`config.mk`:
```
export PLATFORM = sky130hd
export DESIGN_NAME = vector_softmax
export DESIGN_NICKNAME = d
export VERILOG_FILES = /design/src/verilog/softmax_ctrl_pkg.sv /design/src/verilog/softmax_data_pkg.sv /design/src/verilog/softmax_divider.sv /design/src/verilog/softmax_emitter.sv /design/src/verilog/softmax_exp_loader.sv /design/src/verilog/vector_softmax.sv
export VERILOG_INCLUDE_DIRS = /design/src /design/src/verilog
export SDC_FILE = /design/constraint.sdc
export NUM_CORES = 1
export LEC_CHECK = 0
export BUFFER_PORTS_ARGS = -buffer_cell sky130_fd_sc_hd__clkbuf_2
export CAP_MARGIN = 20
export CORE_MARGIN = 5
export CORE_UTILIZATION = 57
export DETAILED_ROUTE_END_ITERATION = 8
export GPL_TIMING_DRIVEN = 1
export PLACE_DENSITY_LB_ADDON = 0.3
export SLEW_MARGIN = 25
export SYNTH_ARGS = -nofsm -noshare
export SYNTH_HDL_FRONTEND = slang
export SYNTH_HIERARCHICAL = 1
export SYNTH_SLANG_ARGS = --single-unit
```
`constraint.sdc`:
```
create_clock -name CLK -period 2.85 [get_ports CLK]
set_input_delay 0.285 -clock CLK [delete_from_list [all_inputs] [get_ports CLK]]
set_output_delay 0.285 -clock CLK [all_outputs]
set_load 0.1 [all_outputs]
```
`src/verilog/softmax_consts.svh`:
```
//////////////////////////////
// Widths sized for 4-bit elements and rows of at most 16 entries
// Changing SM_ELEM_W needs SM_EXP_W and SM_SUM_W to follow
//////////////////////////////
`ifndef SOFTMAX_CONSTS_SVH
`define SOFTMAX_CONSTS_SVH

// Element and exponential
`define SM_ELEM_W   4
`define SM_EXP_W    16
// Row sum holds 16 * 2**15
`define SM_SUM_W    20
// Probability is 1.12 fixed point, 4096 means one
`define SM_FRAC_W   12
`define SM_PROB_W   13
// Dividend is the exponential shifted up by the fraction bits
`define SM_DIVD_W   (`SM_EXP_W + `SM_FRAC_W)
// Row and run limits
`define SM_MAX_LEN  16
`define SM_LEN_W    5
`define SM_MAX_ROWS 16
`define SM_ROW_W    5

`endif

```
`src/verilog/softmax_ctrl_pkg.sv`:
```
//////////////////////////////
// FSM encodings for the row loop and the emitter
//////////////////////////////
`default_nettype none

package softmax_ctrl_pkg;

  // Top row loop
  typedef enum logic [1:0] {
    top_idle,
    top_load,
    top_emit
  } top_state_t;

  // Emitter, one pass per element
  typedef enum logic [1:0] {
    emit_idle,
    emit_read,
    emit_divide,
    emit_step
  } emit_state_t;

endpackage

`default_nettype wire

```
`src/verilog/softmax_data_pkg.sv`:
```
//////////////////////////////
// Data types only, widths come from the consts header
//////////////////////////////
`default_nettype none

`include "softmax_consts.svh"

package softmax_data_pkg;

  // Raw input element, unsigned
  typedef logic [`SM_ELEM_W-1:0] elem_t;
  // 2 ** element
  typedef logic [`SM_EXP_W-1:0] exp_t;
  // Sum of one row of exponentials
  typedef logic [`SM_SUM_W-1:0] sum_t;
  // Result probability, 12 fraction bits
  typedef logic [`SM_PROB_W-1:0] prob_t;
  // Row length or element index
  typedef logic [`SM_LEN_W-1:0] len_t;
  // Row count or row index
  typedef logic [`SM_ROW_W-1:0] row_t;

endpackage

`default_nettype wire

```
`src/verilog/softmax_divider.sv`:
```
//////////////////////////////
// Needs dividend <= divisor * 4096; quotient holds only 13 bits
// div_done 27 cycles after div_start, one division at a time
//////////////////////////////
`timescale 1ns/1ps
`default_nettype none

`include "softmax_consts.svh"

module softmax_divider (
  input  wire                     CLK,
  input  wire                     RST,
  input  wire                     div_start,
  input  wire [`SM_DIVD_W-1:0]    dividend,
  input  softmax_data_pkg::sum_t  divisor,
  output logic                    div_done,
  output softmax_data_pkg::prob_t quotient
);

  import softmax_data_pkg::*;

  // Top two dividend bits never reach the divisor, taken straight into the remainder
  localparam int SH_W  = `SM_DIVD_W - 2;
  localparam int CNT_W = $clog2(SH_W + 1);

  logic             busy;
  logic [CNT_W-1:0] cnt;
  sum_t             rem;
  sum_t             div_q;
  logic [SH_W-1:0]  shreg;

  logic [`SM_SUM_W:0] partial;
  logic [`SM_SUM_W:0] diff;
  logic               q_bit;

  // One restoring step
  assign partial = {rem, shreg[SH_W-1]};
  assign diff    = partial - {1'b0, div_q};
  assign q_bit   = ~diff[`SM_SUM_W];

  //////////////////////////////
  // Step counter
  //////////////////////////////
  always_ff @(posedge CLK or posedge RST) begin
    if (RST) begin
      busy     <= 1'b0;
      cnt      <= '0;
      div_done <= 1'b0;
    end else begin
      div_done <= 1'b0;
      if (div_start) begin
        busy <= 1'b1;
        cnt  <= CNT_W'(SH_W);
      end else if (busy) begin
        cnt <= cnt - CNT_W'(1);
        // Last step
        if (cnt == CNT_W'(1)) begin
          busy     <= 1'b0;
          div_done <= 1'b1;
        end
      end
    end
  end

  // Datapath, quotient held after done
  always_ff @(posedge CLK) begin
    if (div_start) begin
      rem      <= sum_t'(dividend[`SM_DIVD_W-1 -: 2]);
      shreg    <= dividend[SH_W-1:0];
      div_q    <= divisor;
      quotient <= '0;
    end else if (busy) begin
      rem      <= q_bit ? diff[`SM_SUM_W-1:0] : partial[`SM_SUM_W-1:0];
      shreg    <= shreg << 1;
      // High quotient bits are always zero and drop out
      quotient <= {quotient[`SM_PROB_W-2:0], q_bit};
    end
  end

  // Row sum is never zero once a row is loaded
  a_div_nonzero : assert property (@(posedge CLK) disable iff (RST)
    div_start |-> (divisor != '0));

  // Emitter waits for div_done before the next launch
  a_div_free : assert property (@(posedge CLK) disable iff (RST)
    div_start |-> !busy);

endmodule

`default_nettype wire

```
`src/verilog/softmax_emitter.sv`:
```
//////////////////////////////
// length and exp_sum must stay stable until out_last
//////////////////////////////
`timescale 1ns/1ps
`default_nettype none

`include "softmax_consts.svh"

module softmax_emitter (
  input  wire                     CLK,
  input  wire                     RST,
  input  wire                     emit_start,
  input  softmax_data_pkg::len_t  length,
  input  softmax_data_pkg::sum_t  exp_sum,
  input  softmax_data_pkg::exp_t  rd_data,
  output softmax_data_pkg::len_t  rd_addr,
  output logic                    div_start,
  output logic [`SM_DIVD_W-1:0]   dividend,
  output softmax_data_pkg::sum_t  divisor,
  input  wire                     div_done,
  input  softmax_data_pkg::prob_t quotient,
  output logic                    out_valid,
  output softmax_data_pkg::prob_t out_data,
  output logic                    out_last
);

  import softmax_data_pkg::*;
  import softmax_ctrl_pkg::*;

  emit_state_t state;
  len_t        idx;
  logic        last_idx;

  assign rd_addr  = idx;
  assign divisor  = exp_sum;
  assign last_idx = (idx == length - len_t'(1));

  //////////////////////////////
  // Per element sequencing
  //////////////////////////////
  always_ff @(posedge CLK or posedge RST) begin
    if (RST) begin
      state     <= emit_idle;
      idx       <= '0;
      div_start <= 1'b0;
      out_valid <= 1'b0;
      out_last  <= 1'b0;
    end else begin
      div_start <= 1'b0;
      out_valid <= 1'b0;
      out_last  <= 1'b0;
      case (state)
        emit_idle: begin
          if (emit_start) begin
            idx   <= '0;
            state <= emit_read;
          end
        end
        // Exponential latched below, launch division
        emit_read: begin
          div_start <= 1'b1;
          state     <= emit_divide;
        end
        emit_divide: begin
          if (div_done) begin
            out_valid <= 1'b1;
            out_last  <= last_idx;
            state     <= emit_step;
          end
        end
        // Result on the outputs this cycle
        emit_step: begin
          if (last_idx) begin
            state <= emit_idle;
          end else begin
            idx   <= idx + len_t'(1);
            state <= emit_read;
          end
        end
        default: state <= emit_idle;
      endcase
    end
  end

  // Operand and result registers
  always_ff @(posedge CLK) begin
    if (state == emit_read) begin
      dividend <= {rd_data, {`SM_FRAC_W{1'b0}}};
    end
    if (div_done) begin
      out_data <= quotient;
    end
  end

  // Division results arrive only while a launch is pending
  a_done_in_divide : assert property (@(posedge CLK) disable iff (RST)
    div_done |-> (state == emit_divide));

endmodule

`default_nettype wire

```
`src/verilog/softmax_exp_loader.sv`:
```
//////////////////////////////
// Row store has no reset; contents valid only after row_loaded
//////////////////////////////
`timescale 1ns/1ps
`default_nettype none

`include "softmax_consts.svh"

module softmax_exp_loader (
  input  wire                     CLK,
  input  wire                     RST,
  input  wire                     load_en,
  input  wire                     first,
  input  softmax_data_pkg::elem_t data_in,
  input  softmax_data_pkg::len_t  length,
  input  softmax_data_pkg::len_t  rd_addr,
  output softmax_data_pkg::exp_t  rd_data,
  output softmax_data_pkg::sum_t  exp_sum,
  output logic                    row_loaded
);

  import softmax_data_pkg::*;

  localparam int ADDR_W = $clog2(`SM_MAX_LEN);

  // Row store of exponentials
  exp_t mem [`SM_MAX_LEN];

  len_t idx;
  len_t wr_idx;
  len_t cnt_next;
  exp_t exp_val;
  sum_t sum_base;

  // 2 ** element, a single set bit
  assign exp_val = exp_t'(1) << data_in;

  // First element restarts index and sum
  assign wr_idx   = first ? len_t'(0) : idx;
  assign cnt_next = wr_idx + len_t'(1);
  assign sum_base = first ? sum_t'(0) : exp_sum;

  //////////////////////////////
  // Count and accumulate
  //////////////////////////////
  always_ff @(posedge CLK or posedge RST) begin
    if (RST) begin
      idx        <= '0;
      exp_sum    <= '0;
      row_loaded <= 1'b0;
    end else begin
      row_loaded <= 1'b0;
      if (load_en) begin
        idx     <= cnt_next;
        exp_sum <= sum_base + sum_t'(exp_val);
        // Pulse once the row is complete
        row_loaded <= (cnt_next == length);
      end
    end
  end

  // Store write
  always_ff @(posedge CLK) begin
    if (load_en) begin
      mem[wr_idx[ADDR_W-1:0]] <= exp_val;
    end
  end

  // Combinational read for the emitter
  assign rd_data = mem[rd_addr[ADDR_W-1:0]];

  // Source must not send more than length elements per row
  a_wr_in_row : assert property (@(posedge CLK) disable iff (RST)
    load_en |-> (wr_idx < length));

endmodule

`default_nettype wire

```
`src/verilog/vector_softmax.sv`:
```
//////////////////////////////
// No back-pressure; next row only after data_out_vector_enable
// size and length of zero not supported
//////////////////////////////
`timescale 1ns/1ps
`default_nettype none

`include "softmax_consts.svh"

module vector_softmax (
  input  wire                     CLK,
  input  wire                     RST,
  input  wire                     start,
  input  softmax_data_pkg::row_t  size_in,
  input  softmax_data_pkg::len_t  length_in,
  input  softmax_data_pkg::elem_t data_in,
  input  wire                     data_in_vector_enable,
  input  wire                     data_in_scalar_enable,
  output softmax_data_pkg::prob_t data_out,
  output logic                    data_out_scalar_enable,
  output logic                    data_out_vector_enable,
  output logic                    ready
);

  import softmax_data_pkg::*;
  import softmax_ctrl_pkg::*;

  top_state_t state;
  row_t       size_q;
  len_t       length_q;
  row_t       row_cnt;
  logic       emit_start;
  logic       load_en;
  logic       last_row;

  // Loader links
  logic row_loaded;
  sum_t exp_sum;
  len_t rd_addr;
  exp_t rd_data;

  // Divider links
  logic                  div_start;
  logic [`SM_DIVD_W-1:0] dividend;
  sum_t                  divisor;
  logic                  div_done;
  prob_t                 quotient;

  // Emitter results
  logic  out_valid;
  logic  out_last;
  prob_t out_data;

  // Input strobes count only while loading
  assign load_en  = (state == top_load) &&
                    (data_in_vector_enable || data_in_scalar_enable);
  assign last_row = (row_cnt == size_q - row_t'(1));

  // Output strobes straight from the emitter
  assign data_out               = out_data;
  assign data_out_scalar_enable = out_valid;
  assign data_out_vector_enable = out_valid && out_last;
  assign ready                  = out_valid && out_last && last_row;

  //////////////////////////////
  // Row loop
  //////////////////////////////
  always_ff @(posedge CLK or posedge RST) begin
    if (RST) begin
      state      <= top_idle;
      size_q     <= '0;
      length_q   <= '0;
      row_cnt    <= '0;
      emit_start <= 1'b0;
    end else begin
      emit_start <= 1'b0;
      case (state)
        top_idle: begin
          if (start) begin
            size_q   <= size_in;
            length_q <= length_in;
            row_cnt  <= '0;
            state    <= top_load;
          end
        end
        top_load: begin
          if (row_loaded) begin
            emit_start <= 1'b1;
            state      <= top_emit;
          end
        end
        // Wait for the row's last result
        top_emit: begin
          if (out_valid && out_last) begin
            if (last_row) begin
              state <= top_idle;
            end else begin
              row_cnt <= row_cnt + row_t'(1);
              state   <= top_load;
            end
          end
        end
        default: state <= top_idle;
      endcase
    end
  end

  softmax_exp_loader u_loader (
    .CLK        (CLK),
    .RST        (RST),
    .load_en    (load_en),
    .first      (data_in_vector_enable),
    .data_in    (data_in),
    .length     (length_q),
    .rd_addr    (rd_addr),
    .rd_data    (rd_data),
    .exp_sum    (exp_sum),
    .row_loaded (row_loaded)
  );

  softmax_divider u_div (
    .CLK       (CLK),
    .RST       (RST),
    .div_start (div_start),
    .dividend  (dividend),
    .divisor   (divisor),
    .div_done  (div_done),
    .quotient  (quotient)
  );

  softmax_emitter u_emit (
    .CLK        (CLK),
    .RST        (RST),
    .emit_start (emit_start),
    .length     (length_q),
    .exp_sum    (exp_sum),
    .rd_data    (rd_data),
    .rd_addr    (rd_addr),
    .div_start  (div_start),
    .dividend   (dividend),
    .divisor    (divisor),
    .div_done   (div_done),
    .quotient   (quotient),
    .out_valid  (out_valid),
    .out_data   (out_data),
    .out_last   (out_last)
  );

endmodule

`default_nettype wire
```
Word-level counts from Yosys, hierarchy flattened

Memory sizes are Yosys's and may differ from the RTL's. A register that Yosys moved wholly into a read port is not among the register bits.
Cells that the tools add are included.

Register bits: 152
Memories kept: 1
Word-level logic and storage cells: 105
RAM bits: 256
Input port bits: 19
Output and inout port bits: 16

Memory list:

| name         | words | bits a word | rd ports | clocked after Yosys merged registers in | wr ports | RTL line                 | RTL |
|---|---|---|---|---|---|---|---|
| u_loader.mem | 16    | 16          | 1        | 1                                       | 1        | softmax_exp_loader.sv:27 | `` exp_t mem [`SM_MAX_LEN]; `` |

Equal/unequal tests: 16
Muxes and demuxes: 41
Reduce and logical (&&, ||, !) cells: 14
Add/subtract/negate cells: 8
Bitwise logic cells: 1
Shift-type cells: 1

Operators with widths:

| cell                 | number |
|---|---|
| $mux 26              | 2 |
| $mux 20              | 2 |
| $mux 5               | 8 |
| $sub 21x20->21       | 1 |
| $add 20x16->20       | 1 |
| $pmux 5 s2           | 2 |
| $mux 1               | 18 |
| $shl 1x4->16 const A | 1 |
| $add 5x1->5 const B  | 3 |
| $eq 5x5->1           | 3 |
| $sub 5x1->5 const B  | 3 |
| $mux 2               | 7 |
| $ne 2x2->1 const B   | 6 |
| $pmux 2 s4           | 1 |
| $eq 2x2->1 const B   | 3 |
| $pmux 2 s3           | 1 |
| $reduce_and 3->1     | 2 |
| $reduce_bool 2->1    | 3 |
| $eq 5x1->1 const B   | 1 |
| $eq 2x1->1 const B   | 2 |
| $logic_not 2->1      | 2 |
| $reduce_and 2->1     | 2 |
| $reduce_and 4->1     | 1 |
| $logic_and 1x1->1    | 3 |
| 3 further kinds      | 3 |

Logic depth before layout (Yosys ltp)

Depth in word-level cells: 5
Depth in mapped cells: 12
Mapped depth without buffers: 10

Modules after synthesis

The synthesis kept the hierarchy.

By module, submodules not included:

| module             | instances | cells each | seq. area each (µm²) | area an instance (µm²) |
|---|---|---|---|---|
| softmax_exp_loader | 1         | 636        | 8,338.0              | 12,021.5 |
| softmax_divider    | 1         | 436        | 2,237.1              | 4,693.3 |
| softmax_emitter    | 1         | 136        | 1,121.1              | 1,838.0 |
| vector_softmax     | 1         | 91         | 450.4                | 975.9 |

Worst setup path before layout

Ideal clock, no wire load.

Path type: input to register
From: input port data_in[2]
To: register u_loader.exp_sum[14]
Data required time: 2.725 ns
Arrival time: 3.126 ns
Path buffers: 0
Library setup time: 0.125 ns
Setup slack: -0.401 ns
Stages on the path: 9
Cell sequence: nor4_1 -> ha_1 -> fa_1 -> a21oi_1 -> o21a_1 -> o211a_1 -> o31ai_1 -> xor2_1 -> mux2_2

Cells in the longest elaborated chain, start to end: 2

RTL lines:

| element              | RTL line                 | RTL |
|---|---|---|
| start, declared      | vector_softmax.sv:16     | `input softmax_data_pkg::elem_t data_in,` |
| $shl 1x4->16         | softmax_exp_loader.sv:36 | `assign exp_val = exp_t'(1) << data_in;` |
| $add 20x16->20       | softmax_exp_loader.sv:55 | `exp_sum <= sum_base + sum_t'(exp_val);` |
| end signal, assigned | softmax_exp_loader.sv:55 |  |
| end, declared        | softmax_exp_loader.sv:18 | `output softmax_data_pkg::sum_t exp_sum,` |

Every way passes these cells.
A chain may end at the register's enable or synchronous reset.

Worst setup path in the final report

From: register u_div.shreg[25]
To: register u_div.rem[18]

Cells in the longest elaborated chain, start to end: 2

RTL lines:

| element                | RTL line              | RTL |
|---|---|---|
| start, declared        | softmax_divider.sv:30 | `logic [SH_W-1:0] shreg;` |
| start signal, assigned | softmax_divider.sv:69 | `shreg <= dividend[SH_W-1:0];` |
| start signal, assigned | softmax_divider.sv:74 | `shreg <= shreg << 1;` |
| $sub 21x20->21         | softmax_divider.sv:38 | `assign diff = partial - {1'b0, div_q};` |
| $mux 20                | softmax_divider.sv:73 | `` rem <= q_bit ? diff[`SM_SUM_W-1:0] : partial[`SM_SUM_W-1:0]; `` |
| end signal, assigned   | softmax_divider.sv:68 | `` rem <= sum_t'(dividend[`SM_DIVD_W-1 -: 2]); `` |
| end signal, assigned   | softmax_divider.sv:73 |  |
| end, declared          | softmax_divider.sv:28 | `sum_t rem;` |

Every way passes these cells.

==> metrics <==
R2R setup slack 0.08 ns; Crit path arrival time 3.20 ns; max frequency about 360 MHz; largest area contributor in the netlist edfxtp_1; Initial DRC Count ~900; Area contributors post-synth edfxtp_1 (51%), mux4_2 (9.2%), dfrtp_1 (7.8%), ha_1 (3.3%), dfxtp_1 (3.2%); Cell variety after synth 94; Nets approximately 1500; HP Class input pin to flip-flop; adder and majority gate portion of the synthesized area 0.0347; number of remaining DRC errors 0; number of diodes 0; Synth Area in Compound Gates 0.0750; CP Launch Type flip-flop; antenna viol nets, final 0; I/O Buffers 34; fin. max-slew vios 0; top-count cell post-synth edfxtp_1; TritonCTS Buffers between 40 and 50; # rows 67; DP Cell Count 1783; CTS Root Cell clkbuf_16; IO Count 35; Worst-Margin Slew slightly below 0.9 ns; Worst Setup SP u_div/shreg[25]$_DFFE_PP_; GRT Total Usage 0.214; shortest period the worst path allows 2.77 ns; Worst-path clk slew 0.06 ns; Core Region approximately 34000 sq um; Post-Layout Cell Count 1878; drt pass-1 iters 7; CTS HTree Levels 2; via count 11300; drt via density approximately 6.0; Chip Width 195 microns; setup violators final 0; RSZ-0062 raised after global routing yes; outcome complete, no violations; routed wire length per instance ~22 microns; slew margin rel. 0.421; Yosys warning count 6; clk_skew 0.0129 ns; clock sink total 425; Leakage 8.33 nW; Post-DP Area 20500 sq um; PwrDens 989 nW/um^2; Synth Area in XOR/XNOR 0.0220; first-pass GRT wire length 64.0 mm; worst hold stages 3; wire length on met2 between 15 and 20 mm; total wire length 40.7 mm; routability-driven placement congestion ratio 0.885; Synth Flop Type edfxtp_1; mux share of post-synthesis cell area 0.127; RR Endpoint u_div/rem[18]$_SDFFE_PP0P_; Tcrit/Tclk final 0.973; sequential cell area fraction in the yosys report 0.622; max-cap violations 0; largest net degree at the start of global routing 39; max layer used met4; Synth Cell Area 19500 sq um; worst skew pair latency 0.54 ns; Crit Path Max Fanout 5; FF+latch count, synth 425; FFs w/ async S/R, synth 0.144; main combinational cell family by area after synthesis multiplexers; Hold Violations, Final 0; synthesized instance count 1299; DR WL met3 between 3 and 4 mm; number of synthesized flops with an enable pin roughly 330; Initial Util 0.579; Synth Area in Simple Gates 0.0759; Final Instance Area ~22000 sq um; initial antenna violation count 0; GR Overflow Total 0; synth-to-layout area growth 13.1%; Crit Path Category flip-flop to flip-flop; reg2reg path depth 13; Critical Path Sink Type flip-flop; CTS tree done; post-DP HPWL 25.2 mm; Reg-to-Reg Start u_div/shreg[25]$_DFFE_PP_; syn avg cell area 15.0 sq um; Synth top area share 0.512; full die area 38100 sq um; Required @ worst endpoint 3.28 ns; vias in the first global route 11300; share of layout cells above drive strength 1 0.263; Post-synth top cells edfxtp_1 (333), mux4_2 (80), nor2_1 (78); Worst setup endpoint u_div/rem[18]$_SDFFE_PP0P_; chip height approximately 200 microns; maximum VDD drop ~600 uV; clock tree buffer depth 3; M1 WL 17.2 mm
==> stage by stage <==
step	utilization	total power [mW]	setup WS [ns]	hold slack [ns]	setup TNS (ns)
final	0.655	21.8	0.0766	0.294	0
after global routing	0.655	23.0	-0.00791	0.291	-0.0151
after CTS	0.653	21.8	-0.0181	0.265	-0.0308
after detailed placement	0.608	16.2	-0.0566	0.326	-0.119
after global placement	0.608	16.0	0.00228	0.321	0
after floorplan	-	14.6	0.0240	0.0884	0
==> cell usage in the layout, fill, tap and decap left out, drive strengths merged, types with 7 or more instances in the layout <==
| cell type | n |
|---|---|
| clkinv | 16 |
| ha | 51 |
| nand2b | 15 |
| a211oi | 11 |
| nor2b | 24 |
| dlygate4sd3 | 11 |
| nor2 | 79 |
| xor2 | 23 |
| a21o | 13 |
| mux2i | 14 |
| xnor2 | 26 |
| dfxtp | 31 |
| a31oi | 9 |
| and2 | 14 |
| edfxtp | 333 |
| dfrtp | 61 |
| o211ai | 13 |
| mux4 | 80 |
| a311oi | 7 |
| nor3 | 24 |
| mux2 | 48 |
| nand4 | 15 |
| buf | 90 |
| o21ai | 37 |
| conb | 12 |
| inv | 62 |
| nand2 | 57 |
| a21oi | 42 |
| nand3 | 15 |
| clkbuf | 91 |
==> sequential cells by signal, summed over array words and instances (netlist names), 2 cells and up <==
register,count
u_loader/mem,256
u_div/shreg,26
u_div/div_q,20
u_div/rem,20
u_loader/exp_sum,20
u_emit/dividend,16
u_div/quotient,13
u_emit/out_data,13
length_q,5
row_cnt,5
size_q,5
u_div/cnt,5
u_emit/rd_addr,5
u_loader/idx,5
state,2
u_emit/state,2
==> how the worst min path moves through the flow <==
stage,end,slack [ns],from
after global placement,u_div/cnt[0]$_DFFE_PP0P_,0.32,RST
final,u_loader/mem[15][0]$_DFFE_PP_,0.29,data_in[2]
after detailed placement,u_div/cnt[0]$_DFFE_PP0P_,0.33,RST
after CTS,u_loader/mem[15][0]$_DFFE_PP_,0.27,data_in[2]
after floorplan,u_div/busy$_DFF_PP0_,0.09,RST
after global routing,u_loader/mem[15][0]$_DFFE_PP_,0.29,data_in[2]
==> cell type report <==
class | instances | area, sq um
multi-input cells | 733 | 6720
flip-flops and latches | 425 | 12200
fillers | 2334 | 11600
clock inverters | 21 | 174
inverters | 59 | 221
well taps | 448 | 561
clock buffers | 58 | 1180
repair buffers | 134 | 1060
==> metal layers <==
| metal | up-vias | GRT usage |
|---|---|---|
| li1 | 5126 | - |
| met1 | 5642 | 0.311 |
| met2 | 426 | 0.345 |
| met3 | 65 | 0.0317 |
| met4 | 0 | 0.0572 |
| met5 | - | 0 |
==> power breakdown <==
part           switching, mW  total [mW]  internal (mW)
clock                   2.31        5.35           3.04
sequential             0.811        8.86           8.05
combinational           3.89        7.63           3.74
==> worst max-delay path, stage by stage, from the launching register on <==
cell	delay (ns)
edfxtp_1	0.38
inv_2	0.08
ha_2	0.19
fa_2	0.19
and2b_2	0.23
o211ai_2	0.15
a211o_1	0.20
a211oi_4	0.10
buf_6	0.14
or3_4	0.34
buf_6	0.14
buf_4	0.13
a21o_1	0.17
a32o_1	0.23
==> cell families after synthesis <==
| kind of cell | after synthesis |
|---|---|
| AOI/OAI and AO/OA | 194 |
| xor gates and xnor gates | 49 |
| adders and majority gates | 53 |
| buffers and inverters | 152 |
| DFF | 425 |
| muxes | 142 |
| other | 1 |
| and+or+nand+nor | 283 |
==> timing repair <==
| item | CTS | global route |
|---|---|---|
| hold buffers | 11 | 0 |
| gates resized for setup | 7 | 16 |
| cloned | 1 | 0 |
| setup endpoints to repair | 13 | 22 |
| hold endpoints to repair | 71 | 0 |
| setup buffers | 2 | 2 |
| pin swaps | 4 | 8 |
(Power assumes the default switching activity.)
